===== src/logic/pel_defs.svh =====
`ifndef PEL_DEFS_SVH
`define PEL_DEFS_SVH

// Pixel width in bits
`define PEL_W 8

// Job length width
`define SIZE_W 16

// Output pixel counter width
`define CNT_W 16

// Register bus address width
`define REG_AW 2

// Register bus data width
`define REG_DW 32

`endif


===== src/logic/pel_pkg.sv =====
`include "pel_defs.svh"

package pel_pkg;

  // Vectors with a meaning of their own
  typedef logic [`PEL_W-1:0]  pel_t;
  typedef logic [`SIZE_W-1:0] size_t;
  typedef logic [`CNT_W-1:0]  cnt_t;
  typedef logic [1:0]         kernel_id_t;
  typedef logic [`REG_AW-1:0] reg_addr_t;
  typedef logic [`REG_DW-1:0] reg_data_t;

  // Adapter job FSM
  typedef enum logic [1:0] {
    ADP_IDLE,
    ADP_SIZE,
    ADP_RUN,
    ADP_DONE
  } adapter_state_e;

  // Register block to engine
  typedef struct packed {
    logic       start;
    logic       clear;
    kernel_id_t kernel_id;
    pel_t       param;
  } ctrl_engine_t;

  // Engine back to register block
  typedef struct packed {
    logic ready;
    logic done;
    cnt_t cnt;
  } flags_engine_t;

  // Pixel stream forward half, ready runs back on its own wire
  typedef struct packed {
    logic valid;
    pel_t data;
  } pel_stream_t;

  // Size stream forward half
  typedef struct packed {
    logic  valid;
    size_t data;
  } size_stream_t;

endpackage


===== src/logic/pel_accel_top.sv =====
module pel_accel_top (
  input  logic                  clk_i,
  input  logic                  rst_ni,
  // Register bus
  input  logic                  reg_we_i,
  input  pel_pkg::reg_addr_t    reg_addr_i,
  input  pel_pkg::reg_data_t    reg_wdata_i,
  output pel_pkg::reg_data_t    reg_rdata_o,
  // Pixel and size streams
  input  pel_pkg::pel_stream_t  in_pel_i,
  output logic                  in_pel_ready_o,
  input  pel_pkg::size_stream_t in_size_i,
  output logic                  in_size_ready_o,
  output pel_pkg::pel_stream_t  out_pel_o,
  input  logic                  out_pel_ready_i
);

  pel_pkg::ctrl_engine_t  ctrl;
  pel_pkg::flags_engine_t flags;

  // Software-facing registers
  pel_cfg_regs i_pel_cfg_regs (
    .clk_i       ( clk_i       ),
    .rst_ni      ( rst_ni      ),
    .reg_we_i    ( reg_we_i    ),
    .reg_addr_i  ( reg_addr_i  ),
    .reg_wdata_i ( reg_wdata_i ),
    .reg_rdata_o ( reg_rdata_o ),
    .flags_i     ( flags       ),
    .ctrl_o      ( ctrl        )
  );

  // Streaming datapath
  pel_engine i_pel_engine (
    .clk_i           ( clk_i           ),
    .rst_ni          ( rst_ni          ),
    .ctrl_i          ( ctrl            ),
    .in_pel_i        ( in_pel_i        ),
    .in_pel_ready_o  ( in_pel_ready_o  ),
    .in_size_i       ( in_size_i       ),
    .in_size_ready_o ( in_size_ready_o ),
    .out_pel_o       ( out_pel_o       ),
    .out_pel_ready_i ( out_pel_ready_i ),
    .flags_o         ( flags           )
  );

endmodule


===== src/logic/pel_cfg_regs.sv =====
`include "pel_defs.svh"

module pel_cfg_regs (
  input  logic                   clk_i,
  input  logic                   rst_ni,
  input  logic                   reg_we_i,
  input  pel_pkg::reg_addr_t     reg_addr_i,
  input  pel_pkg::reg_data_t     reg_wdata_i,
  output pel_pkg::reg_data_t     reg_rdata_o,
  input  pel_pkg::flags_engine_t flags_i,
  output pel_pkg::ctrl_engine_t  ctrl_o
);

  // Register map
  localparam pel_pkg::reg_addr_t ADDR_CTRL   = 2'd0;
  localparam pel_pkg::reg_addr_t ADDR_KERNEL = 2'd1;
  localparam pel_pkg::reg_addr_t ADDR_PARAM  = 2'd2;
  localparam pel_pkg::reg_addr_t ADDR_STATUS = 2'd3;

  pel_pkg::kernel_id_t kernel_id_q;
  pel_pkg::pel_t       param_q;
  logic                start_q;
  logic                clear_q;
  logic                done_sticky_q;
  logic                ctrl_wr;
  pel_pkg::reg_data_t  status;

  assign ctrl_wr = reg_we_i && (reg_addr_i == ADDR_CTRL);

  // Kernel configuration
  always_ff @(posedge clk_i or negedge rst_ni) begin
    if (!rst_ni) begin
      kernel_id_q <= '0;
      param_q     <= '0;
    end else if (reg_we_i) begin
      if (reg_addr_i == ADDR_KERNEL) begin
        kernel_id_q <= reg_wdata_i[1:0];
      end
      if (reg_addr_i == ADDR_PARAM) begin
        param_q <= reg_wdata_i[`PEL_W-1:0];
      end
    end
  end

  // One-cycle command pulses
  // Clear wins when both bits are written together
  always_ff @(posedge clk_i or negedge rst_ni) begin
    if (!rst_ni) begin
      start_q <= 1'b0;
      clear_q <= 1'b0;
    end else begin
      start_q <= ctrl_wr && reg_wdata_i[0] && !reg_wdata_i[1];
      clear_q <= ctrl_wr && reg_wdata_i[1];
    end
  end

  // Sticky done, held until the next start or clear
  always_ff @(posedge clk_i or negedge rst_ni) begin
    if (!rst_ni) begin
      done_sticky_q <= 1'b0;
    end else if (start_q || clear_q) begin
      done_sticky_q <= 1'b0;
    end else if (flags_i.done) begin
      done_sticky_q <= 1'b1;
    end
  end

  // STATUS word
  always_comb begin
    status                 = '0;
    status[0]              = flags_i.ready;
    status[1]              = done_sticky_q;
    status[16 +: `CNT_W]   = flags_i.cnt;
  end

  // Read mux, CTRL reads back zero
  always_comb begin
    case (reg_addr_i)
      ADDR_KERNEL: reg_rdata_o = pel_pkg::reg_data_t'(kernel_id_q);
      ADDR_PARAM:  reg_rdata_o = pel_pkg::reg_data_t'(param_q);
      ADDR_STATUS: reg_rdata_o = status;
      default:     reg_rdata_o = '0;
    endcase
  end

  assign ctrl_o.start     = start_q;
  assign ctrl_o.clear     = clear_q;
  assign ctrl_o.kernel_id = kernel_id_q;
  assign ctrl_o.param     = param_q;

  // Engine must never see both commands at once
  assert property (@(posedge clk_i) disable iff (!rst_ni) !(ctrl_o.start && ctrl_o.clear))
    else $error("start and clear pulsed in the same cycle");

endmodule


===== src/logic/pel_engine.sv =====
module pel_engine (
  input  logic                   clk_i,
  input  logic                   rst_ni,
  input  pel_pkg::ctrl_engine_t  ctrl_i,
  input  pel_pkg::pel_stream_t   in_pel_i,
  output logic                   in_pel_ready_o,
  input  pel_pkg::size_stream_t  in_size_i,
  output logic                   in_size_ready_o,
  output pel_pkg::pel_stream_t   out_pel_o,
  input  logic                   out_pel_ready_i,
  output pel_pkg::flags_engine_t flags_o
);

  logic          adp_done;
  logic          adp_idle;
  logic          ready_q;
  pel_pkg::cnt_t cnt_q;
  logic          out_fire;

  // Ready lags adapter idle by one cycle
  // Stays low through the reset cycle
  always_ff @(posedge clk_i or negedge rst_ni) begin
    if (!rst_ni) begin
      ready_q <= 1'b0;
    end else begin
      ready_q <= adp_idle;
    end
  end

  // Accepted output pixels
  assign out_fire = out_pel_o.valid && out_pel_ready_i;

  // Restarted by start and by clear
  always_ff @(posedge clk_i or negedge rst_ni) begin
    if (!rst_ni) begin
      cnt_q <= '0;
    end else if (ctrl_i.start || ctrl_i.clear) begin
      cnt_q <= '0;
    end else if (out_fire) begin
      cnt_q <= cnt_q + pel_pkg::cnt_t'(1);
    end
  end

  assign flags_o.ready = ready_q;
  assign flags_o.done  = adp_done;
  assign flags_o.cnt   = cnt_q;

  // Job sequencing and kernels
  pel_kernel_adapter i_pel_kernel_adapter (
    .clk_i           ( clk_i           ),
    .rst_ni          ( rst_ni          ),
    .ctrl_i          ( ctrl_i          ),
    .in_pel_i        ( in_pel_i        ),
    .in_pel_ready_o  ( in_pel_ready_o  ),
    .in_size_i       ( in_size_i       ),
    .in_size_ready_o ( in_size_ready_o ),
    .out_pel_o       ( out_pel_o       ),
    .out_pel_ready_i ( out_pel_ready_i ),
    .done_o          ( adp_done        ),
    .idle_o          ( adp_idle        )
  );

endmodule


===== src/logic/pel_kernel_adapter.sv =====
`include "pel_defs.svh"

module pel_kernel_adapter (
  input  logic                  clk_i,
  input  logic                  rst_ni,
  input  pel_pkg::ctrl_engine_t ctrl_i,
  input  pel_pkg::pel_stream_t  in_pel_i,
  output logic                  in_pel_ready_o,
  input  pel_pkg::size_stream_t in_size_i,
  output logic                  in_size_ready_o,
  output pel_pkg::pel_stream_t  out_pel_o,
  input  logic                  out_pel_ready_i,
  output logic                  done_o,
  output logic                  idle_o
);

  pel_pkg::adapter_state_e state_q;
  pel_pkg::adapter_state_e state_d;
  pel_pkg::size_t          pix_left_q;
  pel_pkg::size_t          out_left_q;
  pel_pkg::kernel_id_t     kernel_q;
  pel_pkg::pel_t           param_q;
  logic                    out_valid_q;
  pel_pkg::pel_t           out_data_q;
  pel_pkg::pel_t           kernel_res;
  logic [`PEL_W:0]         sum_wide;
  logic                    size_fire;
  logic                    in_fire;
  logic                    out_fire;

  // Handshakes
  assign in_size_ready_o = (state_q == pel_pkg::ADP_SIZE);
  // Accept while the output stage is free or draining this cycle
  assign in_pel_ready_o  = (state_q == pel_pkg::ADP_RUN) && (pix_left_q != '0) &&
                           (!out_valid_q || out_pel_ready_i);

  assign size_fire = in_size_i.valid && in_size_ready_o;
  assign in_fire   = in_pel_i.valid && in_pel_ready_o;
  assign out_fire  = out_valid_q && out_pel_ready_i;

  // Job FSM
  always_comb begin
    state_d = state_q;
    case (state_q)
      pel_pkg::ADP_IDLE: begin
        if (ctrl_i.start) begin
          state_d = pel_pkg::ADP_SIZE;
        end
      end
      pel_pkg::ADP_SIZE: begin
        // Empty job skips the run phase
        if (size_fire) begin
          state_d = (in_size_i.data == '0) ? pel_pkg::ADP_DONE : pel_pkg::ADP_RUN;
        end
      end
      pel_pkg::ADP_RUN: begin
        if (out_fire && (out_left_q == pel_pkg::size_t'(1))) begin
          state_d = pel_pkg::ADP_DONE;
        end
      end
      default: begin
        state_d = pel_pkg::ADP_IDLE;
      end
    endcase
    // Clear aborts from anywhere
    if (ctrl_i.clear) begin
      state_d = pel_pkg::ADP_IDLE;
    end
  end

  always_ff @(posedge clk_i or negedge rst_ni) begin
    if (!rst_ni) begin
      state_q <= pel_pkg::ADP_IDLE;
    end else begin
      state_q <= state_d;
    end
  end

  // Remaining input and output pixels
  always_ff @(posedge clk_i or negedge rst_ni) begin
    if (!rst_ni) begin
      pix_left_q <= '0;
      out_left_q <= '0;
    end else if (ctrl_i.clear) begin
      pix_left_q <= '0;
      out_left_q <= '0;
    end else if (size_fire) begin
      pix_left_q <= in_size_i.data;
      out_left_q <= in_size_i.data;
    end else begin
      if (in_fire) begin
        pix_left_q <= pix_left_q - pel_pkg::size_t'(1);
      end
      if (out_fire) begin
        out_left_q <= out_left_q - pel_pkg::size_t'(1);
      end
    end
  end

  // Kernel settings frozen for the whole job
  always_ff @(posedge clk_i) begin
    if ((state_q == pel_pkg::ADP_IDLE) && ctrl_i.start) begin
      kernel_q <= ctrl_i.kernel_id;
      param_q  <= ctrl_i.param;
    end
  end

  // Per-pixel kernels
  assign sum_wide = {1'b0, in_pel_i.data} + {1'b0, param_q};

  always_comb begin
    case (kernel_q)
      2'd0: kernel_res = in_pel_i.data;
      2'd1: kernel_res = '1 - in_pel_i.data;
      2'd2: kernel_res = (in_pel_i.data >= param_q) ? '1 : '0;
      // Saturate on carry out
      default: kernel_res = sum_wide[`PEL_W] ? '1 : sum_wide[`PEL_W-1:0];
    endcase
  end

  // Output stage valid
  always_ff @(posedge clk_i or negedge rst_ni) begin
    if (!rst_ni) begin
      out_valid_q <= 1'b0;
    end else if (ctrl_i.clear) begin
      out_valid_q <= 1'b0;
    end else if (in_fire) begin
      out_valid_q <= 1'b1;
    end else if (out_fire) begin
      out_valid_q <= 1'b0;
    end
  end

  // Output stage data
  always_ff @(posedge clk_i) begin
    if (in_fire) begin
      out_data_q <= kernel_res;
    end
  end

  assign out_pel_o.valid = out_valid_q;
  assign out_pel_o.data  = out_data_q;
  assign done_o          = (state_q == pel_pkg::ADP_DONE);
  assign idle_o          = (state_q == pel_pkg::ADP_IDLE);

  // Stalled output must hold
  assert property (@(posedge clk_i) disable iff (!rst_ni)
    out_valid_q && !out_pel_ready_i && !ctrl_i.clear |=> out_valid_q && $stable(out_data_q))
    else $error("out_pel changed while stalled");

  // Register block only starts an idle adapter
  assert property (@(posedge clk_i) disable iff (!rst_ni)
    ctrl_i.start |-> state_q == pel_pkg::ADP_IDLE)
    else $error("start received while a job is running");

endmodule


===== config.mk =====
export PLATFORM = sky130hd
export DESIGN_NAME = pel_accel_top
export DESIGN_NICKNAME = d
export VERILOG_FILES = /design/src/logic/pel_pkg.sv /design/src/logic/pel_accel_top.sv /design/src/logic/pel_cfg_regs.sv /design/src/logic/pel_engine.sv /design/src/logic/pel_kernel_adapter.sv
export VERILOG_INCLUDE_DIRS = /design/src /design/src/logic
export SDC_FILE = /design/constraint.sdc
export NUM_CORES = 1
export LEC_CHECK = 0
export ABC_AREA = 1
export BUFFER_PORTS_ARGS = -buffer_cell sky130_fd_sc_hd__buf_2
export CAP_MARGIN = 30
export CORE_ASPECT_RATIO = 0.8
export CORE_UTILIZATION = 29
export CTS_BUF_LIST = sky130_fd_sc_hd__clkbuf_16
export CTS_CLUSTER_SIZE = 10
export DETAILED_ROUTE_END_ITERATION = 8
export PLACE_DENSITY = 0.5
export SLEW_MARGIN = 20
export SYNTH_ARGS = -nofsm -noshare
export SYNTH_HDL_FRONTEND = slang
export SYNTH_SLANG_ARGS = --single-unit

===== constraint.sdc =====
create_clock -name clk_i -period 3 [get_ports clk_i]
set_input_delay 0.6 -clock clk_i [delete_from_list [all_inputs] [get_ports clk_i]]
set_output_delay 0.6 -clock clk_i [all_outputs]
set_load 0.05 [all_outputs]

After elaboration in Yosys (flattened, before gate mapping)
Cells that the tools add are included.

Output and inout port bits: 43. Word-level logic and storage cells: 83. Bits in latches: 0. Bits of input ports: 64. ROM bits: 0. Bits in writable memories: 0. Bits in registers: 83. Memories: 0.

Order comparisons: 1. Reductions and logical operators: 28. $mul: 0. Bitwise operators: 0. Add/sub/neg operators: 5. Shift-type cells: 0. Eq/ne operators: 12. Div/mod/pow operators: 0. Muxes and demuxes: 23.

Operator list (number): $mux 16 (8); $pmux 32 s3 (1); $sub 16x1->16 const B (2); $pmux 8 s3 (1); $add 16x1->16 const B (1); $eq 16x1->1 const B (1); $logic_not 16->1 (1); $mux 8 (2); $reduce_bool 16->1 (1); $logic_and 1x1->1 (11); $eq 2x2->1 const B (5); $add 8x8->9 (1); $reduce_bool 3->1 (3); $ge 8x8->1 (1); $mux 2 (4); $sub 8x8->8 const A (1); $eq 2x1->1 const B (3); $logic_not 2->1 (3); $mux 1 (6); $ne 3x2->1 const B (2); $pmux 2 s3 (1); $reduce_and 2->1 (2); $reduce_bool 2->1 (2); $ne 3x3->1 const B (1); other kinds (3) (5).

Depth between registers and ports, before layout
Gate-level depths: netlist of run 1.

Depth in word-level cells: 7. Depth in mapped cells: 13. Mapped depth without buffers: 12.

Modules after synthesis
A second synthesis of run 1 with hierarchy kept.

Cell total of the unflattened synthesis: 847. Area, all modules: 5930.7 um2.

Modules (own cells, without submodules): pel_kernel_adapter (area an instance 4031.4 um2, sequential area each 1416.4 um2, times used 1, cells each 590); pel_engine (area an instance 955.9 um2, sequential area each 425.4 um2, times used 1, cells each 132); pel_cfg_regs (area an instance 943.4 um2, sequential area each 325.3 um2, times used 1, cells each 125).

Worst setup path before layout of run 1
Ideal clock, no wire load.

Kind: in2out. From: input reg_addr_i[0]. To: output reg_rdata_o[16]. Path buffers: 2. Data required time: 2.400 ns. Setup slack: 0.533 ns. Stages on the path: 4. Data arrival time: 1.867 ns. Path through: clkbuf_1 > nand2_1 > clkbuf_1 > nor2_1.

Cells in the longest elaborated chain, start to end: 2. Elaborated cells on any way between the ends: 4. Those cells by class: eq/ne: 3; mux: 1.

RTL lines: start, declared (RTL line pel_accel_top.sv:6) `input pel_pkg::reg_addr_t reg_addr_i,`; $eq 2x2->1 or $eq 2x1->1 (tied branches) (RTL line pel_cfg_regs.sv:78) `case (reg_addr_i)`; $pmux 32 s3 * (RTL line pel_cfg_regs.sv:78); end, declared (RTL line pel_accel_top.sv:8) `output pel_pkg::reg_data_t reg_rdata_o,`.

Mark *: on every way between the ends. The rest lies on a longest branch, timed or not.

Worst setup path in the final report of run 1
From: register i_pel_engine.i_pel_kernel_adapter.state_q[0]. To: output in_pel_ready_o.

Cells in the longest elaborated chain, start to end: 3.

RTL lines: start, declared (RTL line pel_kernel_adapter.sv:17) `pel_pkg::adapter_state_e state_q;`; start signal, assigned (RTL line pel_kernel_adapter.sv:73) `state_q <= pel_pkg::ADP_IDLE;`; start signal, assigned (RTL line pel_kernel_adapter.sv:75) `state_q <= state_d;`; $eq 2x2->1 (RTL line pel_kernel_adapter.sv:34) `assign in_pel_ready_o = (state_q == pel_pkg::ADP_RUN) && (pix_left_q != '0) &&`; $logic_and 1x1->1 (2 in a row) (RTL line pel_kernel_adapter.sv:34); end, declared (RTL line pel_accel_top.sv:11) `output logic in_pel_ready_o,`.

No other way between the ends.

==> results of run 1 <==
[per-stage QoR]
stage	area, um^2	instances
2_1_floorplan	5610	817
3_3_place_gp	6190	1129
3_5_place_dp	6190	1129
4_1_cts	6480	1145
5_1_grt	6500	1146
6_report	6500	1146
[logic make-up after synthesis]
logic type,count (synthesis)
simple gates,476
compound gates,81
buf+inv,135
fa+ha+maj,27
flops,83
xor+xnor,7
other cells,1
[Yosys cell counts (all sizes together) (2+ instances only)]
cell type,number
nand2,245
edfxtp,18
buf,17
nand3,97
xor2,6
dfrtp,65
or2,3
nand4,5
o211ai,3
clkbuf,6
and2,2
a21oi,34
nand3b,3
ha,26
o21bai,2
nor3,8
o21ai,35
inv,111
nor2,113
[cell type report]
type | instances | area [um^2]
clock buffer | 10 | 250
tap | 258 | 323
clock inverter | 6 | 38.8
sequential | 83 | 2170
multi-input combinational | 599 | 2880
fill | 2134 | 12400
inverter | 112 | 425
timing repair buffer | 78 | 413
[report_power, final]
group | internal (W) | switching [W]
Clock | 0.000609 | 0.000493
Sequential | 0.00144 | 0.000259
Combinational | 0.000633 | 0.00138
Total | 0.00268 | 0.00213
[state kept, by name, indices dropped and copies added, names as in the netlist, 2 cells and up]
| register | cells |
|---|---|
| i_pel_cfg_regs.param_q | 8 |
| i_pel_engine.i_pel_kernel_adapter.pix_left_q | 16 |
| i_pel_engine.i_pel_kernel_adapter.kernel_q | 2 |
| i_pel_engine.i_pel_kernel_adapter.out_data_q | 8 |
| i_pel_cfg_regs.kernel_id_q | 2 |
| i_pel_engine.cnt_q | 16 |
| i_pel_engine.i_pel_kernel_adapter.param_q | 8 |
| i_pel_engine.i_pel_kernel_adapter.out_left_q | 16 |
| i_pel_engine.i_pel_kernel_adapter.state_q | 2 |
[path summary, 6_finish.rpt]
kind                                                                          to  slack (ns)  cells after the start
worst min register to register      i_pel_engine.i_pel_kernel_adapter.param_q[7]        0.45                      0
worst max-delay path                                              in_pel_ready_o        0.53                      6
worst max register to register   i_pel_engine.i_pel_kernel_adapter.out_data_q[5]        0.91                      8
worst min-delay path            i_pel_engine.i_pel_kernel_adapter.pix_left_q[14]        0.27                      2
max in group asynchronous                                  i_pel_engine.cnt_q[4]        2.17                      3
min in group clk_i                                        i_pel_cfg_regs.start_q        0.42                      2
[metal layers]
layer	share of wire	vias to the layer above	global-route usage
met2	0.42	79	0.225
met1	0.53	2273	0.226
met5	0	-	0
li1	-	2691	-
met3	0.037	17	0.0317
met4	0.014	0	0.0525
[worst register-to-register path, stage by stage, from the launching register on]
cell and delay, ns:
edfxtp_1 0.41, ha_1 0.23, fa_1 0.41, nand2_1 0.11, nand2_1 0.10, a21oi_2 0.33, nand3_1 0.12, nand2_1 0.08
nand2_1 0.05
==> impl_results.md, run 1 <==
* Finish-stage setup viols at 0
* Layout cells sized above 1 at 0.126
* Final period util at 0.823
* Total Power at 0.00481 W
* Max FO, Critical Path at 5
* Max VDD drop at 0.240 mV
* Worst-path clk slew at 0.06 ns
* # rows at 45
* Total GRT Usage at 0.155
* Synth Warn # at 0
* HP Class: in2async
* Max-Cap Viols at 0
* Most frequent cells in the layout: nand2_1 (241), inv_1 (109), nor2_1 (109)
* Crit-path max cell delay at 0.43 ns
* Iter 0 DRT Violations at 304
* Final Worst Setup Slack at 0.531 ns
* CTS tree: yes
* Largest net degree at the start of global routing at 66
* Crit Path Class: reg2out
* Synth Area in Simple Gates at 0.359
* Synth Area in Compound Gates at 0.0784
* Worst path cell trace: inv_1, ha_1, a21boi_1, nand2_1, inv_1, buf_2
* Vias at 5,060
* Slew of the pin with the lowest slew margin at 0.549 ns
* Synth Register Bits at 83
* Crit-path most repeated cell: inv_1
* Final nets at 974
* DIE HEIGHT at 126 um
* Area grow syn2layout at 16.3%
* Final HPWL from detailed placement at 11,000 um
* Post-CTS Setup Bufs at 0
* CTS buffer count at 9
* Vias per inst at 4.42
* IO Port Bufs at 74
* Routed length per instance at 12.8 um
* First-pass GRT wire length at 23,800 um
* Distinct cell type count after synthesis at 40
* Seq/Total Area, Yosys at 0.388
* Post-synth EDFFs at 18
* Hold slack at 0.265 ns
* Worst path required time at 2.40 ns
* Synth area leader: dfrtp_1
* H-Tree Depth at 3
* Root Driver: clkbuf_16
* Die ar. at 19,800 um^2
* PostCTS Resize Cnt at 0
* Area contributors post-synth: dfrtp_1 (29%), nand2_1 (16%), edfxtp_1 (9.7%)
* Synth Area per Inst at 6.90 um^2
* Ys async rst share at 0.783
* Period minus WS final at 2.47 ns
* Worst setup SP type: flip-flop
* Crit Reg-Reg Startpoint: i_pel_engine.i_pel_kernel_adapter.param_q[0]
* Unrepaired setup endpoints after global routing: no
* Routed Wire Length at 14,600 um
* Status: complete, no violations
* Xor and xnor area share after synthesis at 0.0110
* Vias in the first global route at 4,609
* Leakage power at 3.40 nW
* First-pass DRT Iterations at 4
* Final clock skew at 0.00721 ns
* IO Pins at 107
* Worst-Skew Late Latency at 0.35 ns
* Commonest non-fill, non-tap cell in the layout: nand2_1
* Slowest stage cell, crit path: dfrtp_1
* Relative slew slack at 0.633
* Worst Path Buf+Inv at 3
* Starting Density at 0.295
* Leading register cell type out of synthesis: dfrtp_1
* Initial antenna violation count at 0
* Setup crit start: i_pel_engine.i_pel_kernel_adapter.state_q[0]
* Antenna Violating Nets Remaining at 0
* Hold Vio Cnt, Final at 0
* Main combinational cell family by area after synthesis: simple AND/OR/NAND/NOR gates
* Post-Synth Adder-Cell Area at 0.0618
* Hold_buf cts at 0
* Multiplexer share of the synthesized area at 0
* Grt ovf at 0
* Final Util at 0.344
* Clk sinks at 83
* CP delay by family, top: flip-flops
* Synth Cell Area at 5590 um^2
* N_diodes at 0
* Max Fclk at 405 MHz
* Core ar. at 18,900 um^2
* Post-Place Setup Slack at 0.574 ns
* Synth Instances at 810
* Final GP Congestion at 0.855
* Die W at 157 um
* Post-route DRC at 0
* Critical path endpoint category: primary output
* Worst EP arrival at 1.87 ns
* Final TNS setup at 0 ns
* Maximum clock insertion buffer count at 2
* Yosys top cell area share at 0.291
* Max-slew violations at 0
* Cell Pwr Density at 741 nW/um^2
No activity file was read; power rests on OpenSTA's default activity.
==> run 2, diff against run 1 <==
Clock period 3 ns to 2.4 ns, I/O delays scaled along.
==> run 2 against run 1 <==
  * Power is 24% higher
  * Utilization is 0.073 points lower
  * Clock-buffer cell count is 1 lower
  * Sequential share of layout area is 0.071 points higher
  * Die area stayed put
  * Clock skew hardly changed
==> impl_results.md, run 2 (same netlist as run 1, synthesis figures left out) <==
* Status: complete, no violations
* Hold Vio Cnt, Final at 0 (unchanged)
* R2R cell count at 9 (+1)
* Die ar. at 19,800 um^2 (unchanged)
* Grt ovf at 0 (unchanged)
* Routed length per instance at 12.8 um (+0.46%)
* CTS tree: yes
* Period minus WS final at 2.27 ns
* Unrepaired setup endpoints after global routing: no
* Max VDD drop at 0.315 mV (+32%)
* Final Util at 0.343 (-0.000728)
* Crit Reg-Reg Startpoint: i_pel_engine.i_pel_kernel_adapter.state_q[1]
* H-Tree Depth at 3 (unchanged)
* Vias in the first global route at 4,628 (+0.41%)
* HP Class: in2async
* DIE HEIGHT at 126 um (unchanged)
* Critical path endpoint category: primary output
* Slew of the pin with the lowest slew margin at 0.541 ns (-0.00798 ns)
* Clk sinks at 83 (unchanged)
* Worst EP arrival at 1.79 ns (-0.08 ns)
* Starting Density at 0.295 (unchanged)
* Relative slew slack at 0.636 (+0.00240)
* Max-slew violations at 0 (unchanged)
* Final nets at 974 (unchanged)
* Commonest non-fill, non-tap cell in the layout: nand2_1
* Finish-stage setup viols at 0 (unchanged)
* Final GP Congestion at 0.861 (+0.65%)
* Die W at 157 um (unchanged)
* Final period util at 0.947
* Cell Pwr Density at 922 nW/um^2 (+24%)
* Antenna Violating Nets Remaining at 0 (unchanged)
* Max FO, Critical Path at 5 (unchanged)
* First-pass DRT Iterations at 5 (+1)
* Fill cells at 2,084 (-2.3%)
* Area grow syn2layout at 16.1%
* First-pass GRT wire length at 24,000 um (+0.58%)
* Crit Path Class: reg2out
* Worst-Skew Late Latency at 0.35 ns (about the same)
* IO Port Bufs at 74 (unchanged)
* Final instance area at 6480 um^2 (-0.21%)
* Max Fclk at 440 MHz
* Total GRT Usage at 0.156 (+0.000601)
* Vias per inst at 4.44 (+0.53%)
* Largest net degree at the start of global routing at 66 (unchanged)
* CTS buffer count at 9 (unchanged)
* Worst path required time at 1.92 ns (-0.48 ns)
* # rows at 45 (unchanged)
* Layout cells sized above 1 at 0.126 (unchanged)
* Final HPWL from detailed placement at 11,000 um (+0.66%)
* Leakage power at 3.38 nW (-0.50%)
* Root Driver: clkbuf_16
* Worst setup SP type: flip-flop
* Biggest regs: i_pel_engine.cnt_q x16, i_pel_engine.i_pel_kernel_adapter.out_left_q x16, i_pel_engine.i_pel_kernel_adapter.pix_left_q x16
* Initial antenna violation count at 0 (unchanged)
* Total Power at 0.00598 W (+24%)
* Final TNS setup at 0 ns (unchanged)
* Vias at 5,087 (+0.53%)
* Iter 0 DRT Violations at 337 (+11%)
* Final clock skew at 0.00685 ns (-0.000360 ns)
* Maximum clock insertion buffer count at 2 (unchanged)
* Placed inst area at 6210 um^2 (+0.32%)
* N_diodes at 0 (unchanged)
* IO Pins at 107 (unchanged)
* Post-route DRC at 0 (unchanged)
* Setup crit start: i_pel_engine.i_pel_kernel_adapter.state_q[0]
* Max-Cap Viols at 0 (unchanged)
* Hold slack at 0.137 ns (-0.129 ns)
* Routed Wire Length at 14,700 um (+0.46%)
* Hold_buf cts at 0 (unchanged)
* Most frequent cells in the layout: nand2_1 (241), inv_1 (109), nor2_1 (109)
* Worst-path clk slew at 0.06 ns (about the same)
* Core ar. at 18,900 um^2 (unchanged)
[run 2: worst paths after layout]
check | slack (ns) | endpoint
min reg2reg | 0.45 | i_pel_engine.i_pel_kernel_adapter.param_q[6]
max | 0.13 | in_pel_ready_o
max reg2reg | 0.29 | i_pel_engine.i_pel_kernel_adapter.out_left_q[12]
max in group asynchronous | 1.94 | i_pel_cfg_regs.param_q[4]
min in group clk_i | 0.30 | i_pel_cfg_regs.start_q
min | 0.14 | i_pel_engine.i_pel_kernel_adapter.pix_left_q[1]
[run 2: per-stage QoR]
step / setup slack, ns / instances
final: 0.128 / 1146
after global routing: 0.00789 / 1146
after CTS: 0.0816 / 1146
after detailed placement: 0.0910 / 1130
after global placement: 0.135 / 1130
after floorplan: 0.173 / 817
[run 2: worst max-delay path: stages, from the launching register on]
cell      delay (ns)
dfrtp_1         0.43
inv_1           0.10
ha_1            0.21
a21boi_2        0.29
nand2_1         0.11
inv_1           0.06
buf_2           0.25
[run 2: layout make-up]
type | count | area (um^2) | share of cell area
repair buffers | 78 | 413 | 0.0637
well taps | 258 | 323 | 0.0498
inverters | 112 | 425 | 0.0656
multi-input cells | 599 | 2890 | 0.445
clock inverters | 7 | 46.3 | 0.00714
flip-flops and latches | 83 | 2170 | 0.334
clock buffers | 9 | 225 | 0.0347
[run 2: power by group]
part | switching [W] | total (W) | internal (W) | leakage [nW]
Sequential | 0.000324 | 0.00212 | 0.00180 | 0.995
Combinational | 0.00174 | 0.00254 | 0.000805 | 2.27
Clock | 0.000615 | 0.00131 | 0.000696 | 0.123
[run 2: routing by layer]
metal | global-route usage | wire [um] | up-vias | part of all wire
met2 | 0.224 | 6110 | 73 | 0.42
li1 | - | - | 2702 | -
met1 | 0.230 | 7900 | 2297 | 0.54
met4 | 0.0468 | 197 | 0 | 0.013
met3 | 0.0327 | 505 | 15 | 0.034
met5 | 0 | 0 | - | 0
[run 2: repair_timing]
item,in CTS,in global routing
endpoints found under the setup margin,1,1
buffers inserted,0,0
resized for setup,1,1
pin swaps,0,0
